$ cat src/mci_pkg.sv
// Shared constants of the MCI register subsystem
// Offsets are byte offsets and must be word aligned
// Only the low MCI_ADDR_W address bits are decoded, so the map aliases above that

package mci_pkg;

    //////////////////////////////
    // Fabric widths
    //////////////////////////////
    localparam int MCI_DATA_W   = 32;               // Fabric data bus
    localparam int MCI_STRB_W   = MCI_DATA_W / 8;   // One strobe per byte
    localparam int MCI_ADDR_W   = 8;                // Decoded byte address
    localparam int MCI_HW_ERR_W = 8;                // HW error sources per class

    //////////////////////////////
    // Constants and reset values
    //////////////////////////////
    localparam logic [31:0] MCI_CAPABILITIES    = 32'h0000_0003;
    localparam logic [31:0] MCI_HW_REV_ID       = 32'h0000_1000;
    localparam logic [31:0] MCI_WDT_TIMEOUT_RST = 32'h0000_0100;   // Cycles to expiry

    //////////////////////////////
    // Register map
    //////////////////////////////
    localparam logic [7:0] MCI_OFS_CAPABILITIES        = 8'h00;   // RO
    localparam logic [7:0] MCI_OFS_HW_REV_ID           = 8'h04;   // RO
    localparam logic [7:0] MCI_OFS_FLOW_STATUS         = 8'h08;
    localparam logic [7:0] MCI_OFS_RESET_REASON        = 8'h0C;
    localparam logic [7:0] MCI_OFS_HW_ERROR_FATAL      = 8'h10;   // W1C
    localparam logic [7:0] MCI_OFS_HW_ERROR_NON_FATAL  = 8'h14;   // W1C
    localparam logic [7:0] MCI_OFS_FW_ERROR_FATAL      = 8'h18;
    localparam logic [7:0] MCI_OFS_FW_ERROR_NON_FATAL  = 8'h1C;
    localparam logic [7:0] MCI_OFS_WDT_CTRL            = 8'h20;   // Bit 0 enable
    localparam logic [7:0] MCI_OFS_WDT_TIMEOUT         = 8'h24;
    localparam logic [7:0] MCI_OFS_WDT_STATUS          = 8'h28;   // Bit 0 expired, W1C
    localparam logic [7:0] MCI_OFS_MTIME_L             = 8'h2C;
    localparam logic [7:0] MCI_OFS_MTIME_H             = 8'h30;
    localparam logic [7:0] MCI_OFS_GENERIC_INPUT_WIRES = 8'h34;   // RO

endpackage

$ cat src/mci_wdt.sv
// Watchdog. Counts while enabled and not expired
// Expiry is sticky until cleared; the clear also restarts the count
// A timeout of 0 wraps the full 32 bit range before expiring

`timescale 1ns/100ps

module mci_wdt (
    input  logic        clk,
    input  logic        arst_n,
    input  logic        wdt_enable,
    input  logic [31:0] wdt_timeout,
    input  logic        wdt_clear,     // One-cycle W1C pulse
    output logic        wdt_expired
);

    logic [31:0] wdt_cnt;
    logic        wdt_hit;

    // Last count before expiry
    assign wdt_hit = (wdt_cnt == wdt_timeout - 32'd1);

    always_ff @(posedge clk or negedge arst_n) begin
        if (!arst_n) begin
            wdt_cnt     <= '0;
            wdt_expired <= 1'b0;
        end else if (wdt_clear) begin
            wdt_cnt     <= '0;        // Clear restarts the count
            wdt_expired <= 1'b0;
        end else if (!wdt_enable) begin
            wdt_cnt     <= '0;        // Disabled, hold at zero
        end else if (!wdt_expired) begin
            wdt_cnt <= wdt_cnt + 32'd1;
            if (wdt_hit) begin
                wdt_expired <= 1'b1;  // Lands timeout edges after enable
            end
        end
    end

endmodule

$ cat src/mci_mtime.sv
// 64 bit machine timer, increments every cycle
// A load writes the enabled bits of one half and skips that edge's increment
// Loads of both halves in one cycle cannot occur, one address per request

`timescale 1ns/100ps

module mci_mtime (
    input  logic        clk,
    input  logic        arst_n,
    input  logic        mtime_load_lo,
    input  logic        mtime_load_hi,
    input  logic [31:0] wr_data,      // Already masked by strobes
    input  logic [31:0] wr_biten,
    output logic [63:0] mtime
);

    logic [63:0] mtime_nxt;
    logic [31:0] lo_load;
    logic [31:0] hi_load;

    assign lo_load = (mtime[31:0]  & ~wr_biten) | (wr_data & wr_biten);
    assign hi_load = (mtime[63:32] & ~wr_biten) | (wr_data & wr_biten);

    always_comb begin
        mtime_nxt = mtime + 64'd1;   // Free running
        if (mtime_load_lo) begin
            mtime_nxt = {mtime[63:32], lo_load};
        end
        if (mtime_load_hi) begin
            mtime_nxt = {hi_load, mtime[31:0]};
        end
    end

    always_ff @(posedge clk or negedge arst_n) begin
        if (!arst_n) begin
            mtime <= '0;
        end else begin
            mtime <= mtime_nxt;
        end
    end

endmodule

$ cat src/mci_err.sv
// Sticky hardware error status, set on rising input edges, W1C from firmware
// Set wins over a clear in the same cycle
// Summary outputs are registered, one cycle behind their sources

`timescale 1ns/100ps

module mci_err (
    input  logic                             clk,
    input  logic                             arst_n,
    input  logic [mci_pkg::MCI_HW_ERR_W-1:0] hw_error_fatal,
    input  logic [mci_pkg::MCI_HW_ERR_W-1:0] hw_error_non_fatal,
    input  logic                             clr_fatal,
    input  logic                             clr_non_fatal,
    input  logic [31:0]                      wr_data,   // W1C mask, strobed
    input  logic [31:0]                      fw_error_fatal,
    input  logic [31:0]                      fw_error_non_fatal,
    input  logic                             wdt_expired,
    output logic [mci_pkg::MCI_HW_ERR_W-1:0] hw_error_fatal_sts,
    output logic [mci_pkg::MCI_HW_ERR_W-1:0] hw_error_non_fatal_sts,
    output logic                             error_fatal,
    output logic                             error_non_fatal
);

    import mci_pkg::*;

    logic [MCI_HW_ERR_W-1:0] fatal_q;       // Input history for edge detect
    logic [MCI_HW_ERR_W-1:0] non_fatal_q;
    logic [MCI_HW_ERR_W-1:0] fatal_clr;
    logic [MCI_HW_ERR_W-1:0] non_fatal_clr;

    assign fatal_clr     = clr_fatal     ? wr_data[MCI_HW_ERR_W-1:0] : '0;
    assign non_fatal_clr = clr_non_fatal ? wr_data[MCI_HW_ERR_W-1:0] : '0;

    always_ff @(posedge clk or negedge arst_n) begin
        if (!arst_n) begin
            fatal_q                <= '0;
            non_fatal_q            <= '0;
            hw_error_fatal_sts     <= '0;
            hw_error_non_fatal_sts <= '0;
            error_fatal            <= 1'b0;
            error_non_fatal        <= 1'b0;
        end else begin
            fatal_q     <= hw_error_fatal;
            non_fatal_q <= hw_error_non_fatal;
            // Clear first, rising edge ORed on top
            hw_error_fatal_sts     <= (hw_error_fatal_sts & ~fatal_clr)
                                    | (hw_error_fatal & ~fatal_q);
            hw_error_non_fatal_sts <= (hw_error_non_fatal_sts & ~non_fatal_clr)
                                    | (hw_error_non_fatal & ~non_fatal_q);
            error_fatal     <= (|hw_error_fatal_sts) | (|fw_error_fatal) | wdt_expired;
            error_non_fatal <= (|hw_error_non_fatal_sts) | (|fw_error_non_fatal);
        end
    end

endmodule

$ cat src/mci_reg.sv
// CSR block of the MCI. Requests answer in the same cycle, no stall
// Writes land at the edge closing the request cycle, masked by byte strobes
// An erroring access changes no state
// Timer and error state live in their own blocks; only strobes go out from here

`timescale 1ns/100ps

module mci_reg (
    input  logic                           clk,
    input  logic                           arst_n,

    // Fabric port
    input  logic                           req_dv,
    input  logic                           req_write,
    input  logic [mci_pkg::MCI_ADDR_W-1:0] req_addr,
    input  logic [mci_pkg::MCI_DATA_W-1:0] req_wdata,
    input  logic [mci_pkg::MCI_STRB_W-1:0] req_wstrb,
    output logic [mci_pkg::MCI_DATA_W-1:0] rdata,
    output logic                           error,

    // Status from steered blocks
    input  logic [31:0]                      generic_input_wires,
    input  logic                             wdt_expired,
    input  logic [63:0]                      mtime,
    input  logic [mci_pkg::MCI_HW_ERR_W-1:0] hw_error_fatal_sts,
    input  logic [mci_pkg::MCI_HW_ERR_W-1:0] hw_error_non_fatal_sts,

    // RW register contents
    output logic [31:0]                    flow_status,
    output logic [31:0]                    fw_error_fatal,
    output logic [31:0]                    fw_error_non_fatal,
    output logic                           wdt_enable,
    output logic [31:0]                    wdt_timeout,

    // One-cycle strobes with masked write data
    output logic                           wdt_clear,
    output logic                           mtime_load_lo,
    output logic                           mtime_load_hi,
    output logic                           clr_fatal,
    output logic                           clr_non_fatal,
    output logic [31:0]                    wr_data,
    output logic [31:0]                    wr_biten
);

    import mci_pkg::*;

    logic [31:0] reset_reason;
    logic [31:0] rd_mux;
    logic        mapped;       // Offset hits the map
    logic        read_only;    // Target is not writable
    logic        addr_err;
    logic        wr_en;        // Valid, error free write

    // Old value merged with the strobed bytes
    function automatic logic [31:0] merge(input logic [31:0] old_val,
                                          input logic [31:0] new_val,
                                          input logic [31:0] biten);
        return (old_val & ~biten) | (new_val & biten);
    endfunction

    //////////////////////////////
    // Strobes to bit enables
    //////////////////////////////
    genvar i;
    generate
        for (i = 0; i < MCI_DATA_W; i++) begin : g_biten
            assign wr_biten[i] = req_wstrb[i/8];
        end
    endgenerate

    assign wr_data = req_wdata & wr_biten;   // Unstrobed bits read as 0 downstream

    //////////////////////////////
    // Decode and read mux
    //////////////////////////////
    always_comb begin
        rd_mux    = '0;
        mapped    = 1'b1;
        read_only = 1'b0;
        case (req_addr)
            MCI_OFS_CAPABILITIES: begin
                rd_mux    = MCI_CAPABILITIES;
                read_only = 1'b1;
            end
            MCI_OFS_HW_REV_ID: begin
                rd_mux    = MCI_HW_REV_ID;
                read_only = 1'b1;
            end
            MCI_OFS_FLOW_STATUS:        rd_mux = flow_status;
            MCI_OFS_RESET_REASON:       rd_mux = reset_reason;
            MCI_OFS_HW_ERROR_FATAL:     rd_mux = 32'(hw_error_fatal_sts);   // Zero extended
            MCI_OFS_HW_ERROR_NON_FATAL: rd_mux = 32'(hw_error_non_fatal_sts);
            MCI_OFS_FW_ERROR_FATAL:     rd_mux = fw_error_fatal;
            MCI_OFS_FW_ERROR_NON_FATAL: rd_mux = fw_error_non_fatal;
            MCI_OFS_WDT_CTRL:           rd_mux = {31'b0, wdt_enable};
            MCI_OFS_WDT_TIMEOUT:        rd_mux = wdt_timeout;
            MCI_OFS_WDT_STATUS:         rd_mux = {31'b0, wdt_expired};
            MCI_OFS_MTIME_L:            rd_mux = mtime[31:0];
            MCI_OFS_MTIME_H:            rd_mux = mtime[63:32];
            MCI_OFS_GENERIC_INPUT_WIRES: begin
                rd_mux    = generic_input_wires;
                read_only = 1'b1;
            end
            default:                    mapped = 1'b0;
        endcase
    end

    // Outside the map; unaligned offsets miss it too
    assign addr_err = ~mapped;

    assign error = req_dv & (addr_err | (req_write & read_only));
    assign rdata = (req_dv & ~req_write & ~error) ? rd_mux : '0;
    assign wr_en = req_dv & req_write & ~error;

    //////////////////////////////
    // Strobes to other blocks
    //////////////////////////////
    assign wdt_clear     = wr_en & (req_addr == MCI_OFS_WDT_STATUS) & wr_data[0];
    assign mtime_load_lo = wr_en & (req_addr == MCI_OFS_MTIME_L);
    assign mtime_load_hi = wr_en & (req_addr == MCI_OFS_MTIME_H);
    assign clr_fatal     = wr_en & (req_addr == MCI_OFS_HW_ERROR_FATAL);
    assign clr_non_fatal = wr_en & (req_addr == MCI_OFS_HW_ERROR_NON_FATAL);

    //////////////////////////////
    // RW registers
    //////////////////////////////
    always_ff @(posedge clk or negedge arst_n) begin
        if (!arst_n) begin
            flow_status        <= '0;
            reset_reason       <= '0;
            fw_error_fatal     <= '0;
            fw_error_non_fatal <= '0;
            wdt_enable         <= 1'b0;
            wdt_timeout        <= MCI_WDT_TIMEOUT_RST;
        end else if (wr_en) begin
            case (req_addr)
                MCI_OFS_FLOW_STATUS:
                    flow_status <= merge(flow_status, req_wdata, wr_biten);
                MCI_OFS_RESET_REASON:
                    reset_reason <= merge(reset_reason, req_wdata, wr_biten);
                MCI_OFS_FW_ERROR_FATAL:
                    fw_error_fatal <= merge(fw_error_fatal, req_wdata, wr_biten);
                MCI_OFS_FW_ERROR_NON_FATAL:
                    fw_error_non_fatal <= merge(fw_error_non_fatal, req_wdata, wr_biten);
                MCI_OFS_WDT_CTRL:
                    if (wr_biten[0]) wdt_enable <= req_wdata[0];   // Upper bits reserved
                MCI_OFS_WDT_TIMEOUT:
                    wdt_timeout <= merge(wdt_timeout, req_wdata, wr_biten);
                default: ;   // W1C and timer targets handled by strobes
            endcase
        end
    end

endmodule

$ cat src/mci_top.sv
// MCI register subsystem top. CSR block with watchdog, timer and error collector
// hold is always low: every access completes in its request cycle
// All logic on clk, asynchronous reset arst_n

`timescale 1ns/100ps

module mci_top (
    input  logic                             clk,
    input  logic                             arst_n,

    // Fabric port
    input  logic                             req_dv,
    input  logic                             req_write,
    input  logic [mci_pkg::MCI_ADDR_W-1:0]   req_addr,
    input  logic [mci_pkg::MCI_DATA_W-1:0]   req_wdata,
    input  logic [mci_pkg::MCI_STRB_W-1:0]   req_wstrb,
    output logic [mci_pkg::MCI_DATA_W-1:0]   rdata,
    output logic                             error,
    output logic                             hold,

    // SoC side
    input  logic [31:0]                      generic_input_wires,
    input  logic [mci_pkg::MCI_HW_ERR_W-1:0] hw_error_fatal,
    input  logic [mci_pkg::MCI_HW_ERR_W-1:0] hw_error_non_fatal,
    output logic [31:0]                      flow_status,
    output logic [63:0]                      mtime,
    output logic                             error_fatal,
    output logic                             error_non_fatal
);

    import mci_pkg::*;

    // CSR block to steered blocks
    logic                    wdt_enable;
    logic [31:0]             wdt_timeout;
    logic                    wdt_clear;
    logic                    wdt_expired;
    logic                    mtime_load_lo;
    logic                    mtime_load_hi;
    logic                    clr_fatal;
    logic                    clr_non_fatal;
    logic [31:0]             wr_data;
    logic [31:0]             wr_biten;
    logic [31:0]             fw_error_fatal;
    logic [31:0]             fw_error_non_fatal;
    logic [MCI_HW_ERR_W-1:0] hw_error_fatal_sts;
    logic [MCI_HW_ERR_W-1:0] hw_error_non_fatal_sts;

    assign hold = 1'b0;   // Single cycle access

    //////////////////////////////
    // CSR block
    //////////////////////////////
    mci_reg u_reg (
        .clk                    (clk),
        .arst_n                 (arst_n),
        .req_dv                 (req_dv),
        .req_write              (req_write),
        .req_addr               (req_addr),
        .req_wdata              (req_wdata),
        .req_wstrb              (req_wstrb),
        .rdata                  (rdata),
        .error                  (error),
        .generic_input_wires    (generic_input_wires),
        .wdt_expired            (wdt_expired),
        .mtime                  (mtime),
        .hw_error_fatal_sts     (hw_error_fatal_sts),
        .hw_error_non_fatal_sts (hw_error_non_fatal_sts),
        .flow_status            (flow_status),
        .fw_error_fatal         (fw_error_fatal),
        .fw_error_non_fatal     (fw_error_non_fatal),
        .wdt_enable             (wdt_enable),
        .wdt_timeout            (wdt_timeout),
        .wdt_clear              (wdt_clear),
        .mtime_load_lo          (mtime_load_lo),
        .mtime_load_hi          (mtime_load_hi),
        .clr_fatal              (clr_fatal),
        .clr_non_fatal          (clr_non_fatal),
        .wr_data                (wr_data),
        .wr_biten               (wr_biten)
    );

    //////////////////////////////
    // Steered blocks
    //////////////////////////////
    mci_wdt u_wdt (
        .clk         (clk),
        .arst_n      (arst_n),
        .wdt_enable  (wdt_enable),
        .wdt_timeout (wdt_timeout),
        .wdt_clear   (wdt_clear),
        .wdt_expired (wdt_expired)
    );

    mci_mtime u_mtime (
        .clk           (clk),
        .arst_n        (arst_n),
        .mtime_load_lo (mtime_load_lo),
        .mtime_load_hi (mtime_load_hi),
        .wr_data       (wr_data),
        .wr_biten      (wr_biten),
        .mtime         (mtime)
    );

    mci_err u_err (
        .clk                    (clk),
        .arst_n                 (arst_n),
        .hw_error_fatal         (hw_error_fatal),
        .hw_error_non_fatal     (hw_error_non_fatal),
        .clr_fatal              (clr_fatal),
        .clr_non_fatal          (clr_non_fatal),
        .wr_data                (wr_data),
        .fw_error_fatal         (fw_error_fatal),
        .fw_error_non_fatal     (fw_error_non_fatal),
        .wdt_expired            (wdt_expired),      // Watchdog counts as fatal
        .hw_error_fatal_sts     (hw_error_fatal_sts),
        .hw_error_non_fatal_sts (hw_error_non_fatal_sts),
        .error_fatal            (error_fatal),
        .error_non_fatal        (error_non_fatal)
    );

endmodule

$ cat config.mk
export PLATFORM = sky130hd
export DESIGN_NAME = mci_top
export DESIGN_NICKNAME = d
export VERILOG_FILES = /design/src/mci_pkg.sv /design/src/mci_wdt.sv /design/src/mci_mtime.sv /design/src/mci_err.sv /design/src/mci_reg.sv /design/src/mci_top.sv
export SDC_FILE = /design/constraint.sdc
export NUM_CORES = 1
export LEC_CHECK = 0
export ABC_AREA = 1
export BUFFER_PORTS_ARGS = -buffer_cell sky130_fd_sc_hd__buf_2
export CORE_MARGIN = 4
export CORE_UTILIZATION = 55
export DETAILED_ROUTE_END_ITERATION = 10
export MAX_ROUTING_LAYER = met4
export PLACE_DENSITY = 0.76
export SLEW_MARGIN = 15
export SYNTH_ARGS = -nofsm -noshare
export SYNTH_HDL_FRONTEND = slang
export SYNTH_SLANG_ARGS = --single-unit
$ cat constraint.sdc
create_clock -name clk -period 6.14 [get_ports clk]
set_input_delay 0.614 -clock clk [delete_from_list [all_inputs] [get_ports clk]]
set_output_delay 0.614 -clock clk [all_outputs]
set_load 0.01 [all_outputs]
==> results of run 1 <==
-- synthesized netlist by cell type, drive strengths merged --
cell type  count  area (um2)
clkinv         3        11.3
nand2        680        2640
inv          223         837
nand3b        24         180
o221ai         1        8.76
a31oi         13        81.3
a21oi         41         231
o22ai         10        62.6
ha             3        37.5
o2111ai        4        35.0
o31ai          1        7.51
o21bai         5        37.5
nand3         92         473
dfstp          1        26.3
xor2          85         744
a221oi        47         412
o21a           1        7.51
xnor2         13         114
a21boi         1        7.51
clkbuf        40         150
nand4         49         319
nor3b          5        37.5
nor4          27         175
nor2         270        1100
o21ai        282        1510
or2            1        6.26
and2           1        6.26
conb           1        3.75
dfrtp        291        7280
a22o           7        61.3
nor3          58         324
o211ai        26         195
xnor3          1        22.5
a211oi         4        30.0
buf           43         234
a41oi         14         123
-- power by group through the flow --
stage,sequential (mW),combinational (mW),clock [mW]
after detailed placement,2.03,0.335,0
after floorplan,2.03,0.147,0
after CTS,2.00,0.339,2.07
after global routing,2.00,0.377,2.16
after global placement,2.03,0.327,0
final,2.00,0.347,2.07
-- stage by stage --
| step | power, mW | util (%) | instances | instance area, um2 |
|---|---|---|---|---|
| after global placement | 2.36 | 60.1 | 2925 | 18900 |
| after detailed placement | 2.37 | 60.1 | 2925 | 18900 |
| after global routing | 4.54 | 63.6 | 2986 | 20000 |
| after CTS | 4.41 | 63.6 | 2984 | 20000 |
| final | 4.42 | 63.6 | 2986 | 20000 |
| after floorplan | 2.17 | - | 2368 | 17500 |
-- logic make-up (layout without fill, tap and decap cells) --
| group | count (synthesis) | in the layout | synth area share (%) |
|---|---|---|---|
| AO/OA/AOI/OAI | 457 | 457 | 16.0 |
| buffers and inverters | 309 | 523 | 7.03 |
| flip-flops | 292 | 292 | 41.7 |
| AND/OR/NAND/NOR | 1207 | 1207 | 30.0 |
| adder cells (fa/ha/maj) | 3 | 3 | 0.214 |
| XOR/XNOR | 99 | 99 | 5.02 |
| other | 1 | 3 | 0.0214 |
-- cell usage in the layout (no fill, tap or decap), drive strengths merged, types with 2 or more instances in the layout --
cell type / synthesis / final
inv: 223 / 225
clkinv: 3 / 7
a31oi: 13 / 13
o21bai: 5 / 5
buf: 43 / 238
diode: 0 / 2
ha: 3 / 3
xor2: 85 / 85
dfrtp: 291 / 291
nand3b: 24 / 24
o2111ai: 4 / 4
o211ai: 26 / 26
a22o: 7 / 7
nor2: 270 / 270
nor3: 58 / 58
a41oi: 14 / 14
nand3: 92 / 92
a211oi: 4 / 4
nand2: 680 / 680
a221oi: 47 / 47
nand4: 49 / 49
xnor2: 13 / 13
clkinvlp: 0 / 2
nor3b: 5 / 5
bufinv: 0 / 2
o22ai: 10 / 10
nor4: 27 / 27
a21oi: 41 / 41
clkbuf: 40 / 49
o21ai: 282 / 282
-- area by class of cell --
class / count / share of cell area, %
Antenna cell: 2 / 0.0250
Clock buffer: 49 / 4.94
Clock inverter: 10 / 0.637
Inverter: 226 / 4.24
Multi-Input combinational cell: 1767 / 44.9
Sequential cell: 292 / 36.5
Tap cell: 402 / 2.51
Timing Repair Buffer: 238 / 6.21
-- worst max-delay path: stages --
cell and delay (ns):
buf_2 0.11, nor2_4 0.19, nand2_2 0.22, nor2_4 0.76, nor2_1 0.07, nand2_1 0.09
nor2_1 0.07, nand2_4 0.12, nand2_1 0.27, buf_4 0.33, a31oi_1 0.43, buf_2 0.22
-- final timing paths --
kind,start,depth (start not counted),slack (ns),end
max,req_addr[1],12,2.01,rdata[8]
min,arst_n,1,0.20,asynchronous set/reset pin
max reg2reg,flip-flop,11,3.17,flip-flop
min reg2reg,u_err.fatal_q[2],1,0.42,u_err.hw_error_fatal_sts[2]
max in group asynchronous,arst_n,2,4.48,asynchronous set/reset pin
min in group clk,hw_error_non_fatal[5],1,0.21,u_err.non_fatal_q[5]
-- metal layers --
| layer | up-vias | wire [um] | share of wire, % | track usage (%) |
|---|---|---|---|---|
| li1 | 8280 | - | - | - |
| met1 | 8921 | 28300 | 40 | 56.1 |
| met2 | 1353 | 31700 | 44 | 61.5 |
| met3 | 221 | 8180 | 11 | 7.65 |
| met4 | 0 | 3130 | 4.4 | 14.5 |
| met5 | - | 0 | 0 | - |
==> run metrics, run 1 <==
status finished, final reports clean; GRT overflow 0; nets 2658; Syn. warnings 0; register area 0.00731 mm2; global-route usage over all layers 40.9%; VDD IR max 190 uV; crit path launch type primary input; Tcrit/Tclk final 67.3%; CP Data Required Time 5.53 ns; gpl congestion 1.01; Residual DRC 0; Slew Limit Fails 0; Unique masters post-synth 53; setup violators final 0; vias after detailed routing 18775; LEAKAGE 9.41 nW; Setup Buffers After CTS 0; drt total wl 71300 um; router iterations before antenna repair 6; final hold vios 0; Final Worst Setup Slack 2.01 ns; CTS Buf Count 34; sequential-to-total area share from yosys stat 41.7%; Die Y 187 um; DPL Wire Length 54000 um; area of the multi-input gates 0.00900 mm2; CTS hold repair buffers 0; Yosys reg bits 292; CTS tree yes; vias in the first global route 17973; Row Count 65; Reg power frac 45.3%; filler cell count 2831; CTS Sinks 292; fin crit period 4.13 ns; Switching Share 26.1%; antenna violations before repair 2; WL per Instance 23.9 um; final setup skew 0.0181 ns; Worst Path Arrival 3.52 ns; Routed Antenna Nets 0; # Max-Cap Violations 0; Fin Hold WS 0.201 ns; Max Freq 242 MHz; combinational share of power 7.9%; clk slew on worst S/H paths 0.06 ns; global-route wire length before repair 108000 um; Via density 6.29; slew margin rel. 34.1%; IO buf count 226; Netlist Area Pre-Place 0.0175 mm2; largest net degree at the start of global routing 167; worst skew pair latency 0.54 ns; dpl ws 2.19 ns; Syn Nets 2467; critical path fanouts, max 34; DR iter-0 viols 2594; CP endpoint kind primary output; CTS Buffer Depth 3; Crit Path Category primary input to primary output; htree depth 2; core area 0.0315 mm2; clock share of power 46.8%; Worst Tran Pin Value 0.989 ns; DIE AREA 0.0348 mm2; # IOs 228; Root Buffer clkbuf_16; Power Density 221 mW/mm2; switching power 1.15 mW; Die W 187 um; internal power 3.26 mW; Post-Synthesis Cells 2368; Hold Crit Class primary input to asynchronous set/reset pin; Synth Area per Inst 7.40 um2; CTS resizes 0; area delta synth->final 14.2%; RSZ-0062 raised after global routing no; Setup TNS Final 0 ns; share of cells above drive strength 1 14.3%; Initial Utilization 55.7%
Power figures use the tool's default switching activity.
==> run 2, diff against run 1 <==
Settings changed: ABC_AREA 1 to 0, CORE_UTILIZATION 55 to 53, PLACE_DENSITY 0.76 to 0.78.
Clock period 6.14 ns to 3.4 ns, I/O delays scaled along.
==> run 2 against run 1 <==
  * Cell count fell by 24%
  * Clock skew is 0.0044 ns lower
  * Critical path depth down 3
  * Largest cell class unchanged
  * Power up 83%
==> run metrics, run 2 <==
met3 GRT Util 7.31%; Netlist Area Pre-Place 0.0159 mm2; largest net degree at the start of global routing 84; DIE AREA 0.0329 mm2; Yosys reg bits 292; Crit Path Category flip-flop to flip-flop; worst skew pair latency 0.52 ns; fin util 64.6%; count leader, synth dfrtp_1; Post-synth top cells 291 x dfrtp_1, 159 x mux2_2, 124 x nand2_1; dpl cells 2196; fin crit period 3.07 ns; Hold Startpoint req_wdata[23]; Die W 181 um; Placement Cell Area 0.0178 mm2; Residual DRC 0; synth top area cells dfrtp_1 46%, mux2_2 11%, a21oi_1 3.0%, nand2_1 2.9%, nor2_1 2.7%; Tcrit/Tclk final 90.3%; Reg power frac 45.0%; Syn Nets 1720; Fin Hold WS 0.211 ns; LEAKAGE 8.62 nW; Syn. warnings 0; area share of the largest cell type after synthesis 45.7%; clock share of power 48.9%; Final Non-Filler Cells 2276; Row Count 63; share of cells above drive strength 1 28.0%; WL per Instance 26.1 um; Final Worst Setup Slack 0.328 ns; slowest stage delay, CP 0.50 ns; most common cell after layout, fill and taps aside dfrtp_1; GRT met1 Usage 51.5%; crit path max-delay cell type or3_4; setup violators final 0; Synth Area per Inst 9.84 um2; CTS Buf Count 35; DPL Wire Length 43400 um; crit path launch type flip-flop; register area 0.00731 mm2; Root Buffer clkbuf_16; global-route usage over all layers 36.2%; Post-synth EDFFs 0; vias after detailed routing 15557; core area 0.0296 mm2; Routed Antenna Nets 0; CTS Buffer Depth 3; total power draw 8.08 mW; Hold Crit Class primary input to flip-flop; Initial Utilization 53.8%; drt total wl 59400 um; IO buf count 226; Unique masters post-synth 83; clk slew on worst S/H paths 0.06 ns; Via density 6.84; Final Cell Area 0.0192 mm2; gpl congestion 1.04; FF-to-FF End u_wdt.wdt_expired; DR iter-0 viols 2421; internal power 6.13 mW; CTS hold repair buffers 17; RSZ-0062 raised after global routing no; Setup TNS Final 0 ns; vias in the first global route 15022; Worst Tran Pin Value 1.08 ns; slew margin rel. 28.2%; Reg2Reg Depth 9; Slew Limit Fails 0; dpl ws 0.383 ns; sequential-to-total area share from yosys stat 45.8%; area delta synth->final 20.1%; combinational share of power 6.1%; CP endpoint kind flip-flop; Synth area leader dfrtp_1; hold depth 2; CTS tree yes; # Max-Cap Violations 0; Max Freq 326 MHz; Power Density 422 mW/mm2; final setup skew 0.0137 ns; status finished, final reports clean; delay-heaviest family, CP simple AND/OR/NAND/NOR gates; Async S/R FF share, synth 100%; VDD IR max 376 uV; met2 Resource Use GR 52.2%; final hold vios 0; CTS Sinks 292; crit-path cells inv_1 > ha_1 > nor3b_2 > nand4_1 > or3_4 > or3b_1 > a211oi_1 > o21bai_1 > o31ai_2; Setup Buffers After CTS 0; Switching Share 24.2%; CTS resizes 0; global-route wire length before repair 91000 um; switching power 1.95 mW; nets 1959; CP Data Required Time 3.82 ns; Die Y 181 um; GRT Max-Usage Layer met2; filler cell count 2404; Worst Path Arrival 3.49 ns; Post-Synthesis Cells 1621; area of the multi-input gates 0.00818 mm2; GRT overflow 0; # IOs 228; R2R Setup Slk 0.33 ns; Critical path buffers and inverters 1; critical path fanouts, max 8; htree depth 2; most frequent cells in the layout 291 x dfrtp_1, 225 x buf_2, 159 x mux2_2, 122 x nand2_1, 112 x nor2_1; antenna violations before repair 2; Primary FF master, synth dfrtp_1; router iterations before antenna repair 6
## run 2: changes by cell type after synthesis, moves of 29 or more
cell and change:
nand2_1 -533, nor2_1 -139, o21ai_1 -118, a22oi_1 +55
clkbuf_1 +29, mux2_2 +159, a21oi_1 +58, xor2_1 -52
inv_1 -184, a22o_1 +31, nand3_1 -38, o21ai_0 -51
## run 2: final cells by class
class	count	area share (%)
tap	390	2.55
timing repair buffer	294	9.63
sequential	292	38.2
multi-input combinational	1201	42.7
clock buffer	43	4.94
clock inverter	18	1.32
inverter	36	0.705
antenna	2	0.0261
## run 2: worst reg2reg max path: stages, from the launching register on
cell and delay (ns):
dfrtp_1 0.47, inv_1 0.10, ha_1 0.26, nor3b_2 0.37, nand4_1 0.33, or3_4 0.50, or3b_1 0.35, a211oi_1 0.25
o21bai_1 0.12, o31ai_2 0.26
## run 2: power by group through the flow
stage / sequential, mW / clock, mW / combinational [mW]
finish: 3.63 / 3.95 / 0.495
detailed placement: 3.69 / 0 / 0.472
CTS: 3.62 / 3.97 / 0.489
floorplan: 3.67 / 0 / 0.125
global route: 3.64 / 4.13 / 0.533
global placement: 3.68 / 0 / 0.468
## run 2: how the worst max path moves through the flow
stage | end | cells after the start
finish | u_wdt.wdt_expired | 9
floorplan | u_wdt.wdt_expired | 10
global route | u_wdt.wdt_expired | 9
global placement | flip-flop | 10
CTS | u_wdt.wdt_expired | 9
detailed placement | u_wdt.wdt_expired | 9
## run 2: per-layer routing
| metal | up-vias | wire length (um) |
|---|---|---|
| li1 | 6644 | - |
| met1 | 7672 | 23900 |
| met2 | 1073 | 26100 |
| met3 | 168 | 7040 |
| met4 | 0 | 2360 |
| met5 | - | 0 |
## run 2: kinds of logic (layout without fill, tap and decap cells)
logic type / after synthesis / after routing / share of synthesized area, %
AOI/OAI and AO/OA: 453 / 453 / 19.1
xor gates and xnor gates: 65 / 65 / 3.57
adders and majority gates: 3 / 3 / 0.235
buffers and inverters: 128 / 391 / 3.23
DFF: 292 / 292 / 45.8
muxes: 161 / 161 / 11.4
other: 1 / 3 / 0.0235
and+or+nand+nor: 518 / 518 / 16.6
==> run 3, diff against run 2 <==
Settings changed: PLACE_DENSITY 0.78 to 0.77, SYNTH_HIERARCHICAL set to 1.
==> run 3 against run 2 <==
  * Flip-flop and latch count did not move
  * Critical path depth did not move
  * Sequential share of layout area fell by 3.6 points
  * First-iteration DRC count fell by 3.8%
  * Largest cell class unchanged
==> run metrics, run 3 <==
Routed Antenna Nets 0; sequential-to-total area share from yosys stat 40.8%; DIE AREA 0.0368 mm2; clock share of power 46.7%; DR iter-0 viols 2330; RSZ-0062 raised after global routing no; Via density 6.76; # IOs 228; switching power 2.32 mW; crit path launch type primary input; WL per Instance 29.0 um; Worst Path Arrival 2.84 ns; final setup skew 0.0288 ns; CTS tree yes; GRT overflow 0; met2 Resource Use GR 58.9%; worst skew pair latency 0.54 ns; count leader, synth dfrtp_1; Post-synth EDFFs 0; FF-to-FF End u_wdt/wdt_expired; most common cell after layout, fill and taps aside dfrtp_1; Slew Limit Fails 0; met3 GRT Util 7.92%; CP Data Required Time 3.06 ns; Post-synth top cells 291 x dfrtp_1, 162 x mux2_2, 139 x nand2_1; critical path fanouts, max 35; Hold Startpoint req_wdata[5]; Residual DRC 0; global-route usage over all layers 40.6%; Reg power frac 43.2%; CP endpoint kind primary output; Die Y 192 um; status finished, final reports clean; IO buf count 226; core area 0.0334 mm2; Hold Crit Class primary input to flip-flop; Final Cell Area 0.0212 mm2; antenna violations before repair 3; Setup Buffers After CTS 0; area share of the largest cell type after synthesis 40.7%; Die W 192 um; DPL Wire Length 55500 um; share of cells above drive strength 1 28.5%; CTS hold repair buffers 17; CP Launch Point req_addr[4]; drt total wl 74100 um; Synth area leader dfrtp_1; Crit Path Category primary input to primary output; final hold vios 0; Switching Share 26.9%; gpl congestion 1.02; Syn. warnings 6; GRT met1 Usage 55.6%; router iterations before antenna repair 6; Netlist Area Pre-Place 0.0179 mm2; GRT Max-Usage Layer met2; Syn Nets 1925; slew margin rel. 22.1%; # Max-Cap Violations 0; CTS Buffer Depth 3; vias in the first global route 16544; synth top area cells dfrtp_1 41%, mux2_2 10%, mux2i_1 3.1%, nand2_1 2.9%, nor2_1 2.9%; Setup TNS Final 0 ns; internal power 6.31 mW; Initial Utilization 53.6%; global-route wire length before repair 109000 um; R2R Setup Slk 0.26 ns; nets 2180; Primary FF master, synth dfrtp_1; VDD IR max 539 uV; Max Freq 315 MHz; Root Buffer clkbuf_16; CTS Sinks 292; Fin Hold WS 0.158 ns; Unique masters post-synth 89; Yosys reg bits 292; Post-Synthesis Cells 1826; Row Count 67; combinational share of power 10.1%; vias after detailed routing 17281; Power Density 407 mW/mm2; Async S/R FF share, synth 100%; Reg2Reg Depth 7; fin crit period 3.18 ns; dpl cells 2475; setup violators final 0; LEAKAGE 9.71 nW; Final Non-Filler Cells 2556; Placement Cell Area 0.0198 mm2; Worst Tran Pin Value 1.16 ns; CTS resizes 0; largest net degree at the start of global routing 80; htree depth 2; Tcrit/Tclk final 93.5%; clk slew on worst S/H paths 0.08 ns; CTS Buf Count 35; Synth Area per Inst 9.81 um2; most frequent cells in the layout 291 x dfrtp_1, 225 x buf_2, 162 x mux2_2, 139 x nand2_1, 137 x nor2_1; hold depth 2; area delta synth->final 18.2%
## run 3: cell types whose count changed after synthesis, sizes merged, moves of 16 or more
cell,previous run,this run
a221oi,39,17
a22o,38,18
a22oi,55,39
a31oi,40,18
and2,6,37
buf,22,68
clkbuf,70,44
mux2i,2,56
nand2,124,144
nand3,53,82
nand4,31,59
nor2,117,160
## run 3: layout make-up
| class | count | area [um2] |
|---|---|---|
| clock inverter | 17 | 264 |
| clock buffer | 43 | 946 |
| fill | 2781 | 12300 |
| timing repair buffer | 330 | 2030 |
| antenna | 4 | 10.0 |
| inverter | 38 | 143 |
| sequential | 292 | 7310 |
| tap | 448 | 561 |
| multi-input combinational | 1384 | 9910 |
## run 3: worst max-delay path: stages
cell and delay (ns):
buf_2 0.21, buf_4 0.20, buf_4 0.54, nor2b_1 0.25, nand2_1 0.25, nor2_1 0.34
a221oi_1 0.16, a21oi_1 0.33, buf_2 0.20
## run 3: cell families (layout without fill, tap and decap cells)
kind of cell             count (synthesis)  in the layout  share of synthesized area, %
AND/OR/NAND/NOR                        709            709                          23.3
buffers and inverters                  150            428                          4.10
XOR/XNOR                                73             73                          3.57
other                                    1              5                        0.0209
multiplexers                           224            224                          13.8
adder cells (fa/ha/maj)                  3              3                         0.210
AO/OA/AOI/OAI                          374            374                          14.3
flip-flops                             292            292                          40.8
## run 3: worst max-delay path by stage
stage / cells after the start / endpoint
after floorplan: 13 / u_wdt/wdt_cnt[29]
after global placement: 14 / u_wdt/wdt_cnt[30]
after detailed placement: 14 / u_wdt/wdt_cnt[30]
after CTS: 7 / u_wdt/wdt_expired
after global routing: 7 / u_wdt/wdt_expired
final: 9 / rdata[8]
## run 3: metrics by stage
step | worst slack, ns | util [%] | power [mW]
2_1_floorplan | 0.159 | - | 4.14
5_1_grt | 0.104 | 63.3 | 8.86
6_report | 0.222 | 63.3 | 8.62
3_5_place_dp | 0.0650 | 59.1 | 4.62
4_1_cts | 0.326 | 63.2 | 8.62
3_3_place_gp | 0.180 | 59.1 | 4.60
## run 3: power by group through the flow
stage               clock, mW  sequential, mW  combinational [mW]
finish                   4.03            3.72               0.873
global placement            0            3.78               0.825
floorplan                   0            3.73               0.413
CTS                      4.05            3.72               0.854
detailed placement          0            3.78               0.835
global route             4.20            3.72               0.931
## run 3: layer usage
layer / wire [um] / vias up
met3: 7500 / 240
li1: - / 7346
met2: 32100 / 1166
met1: 30600 / 8529
met5: 0 / -
met4: 3900 / 0
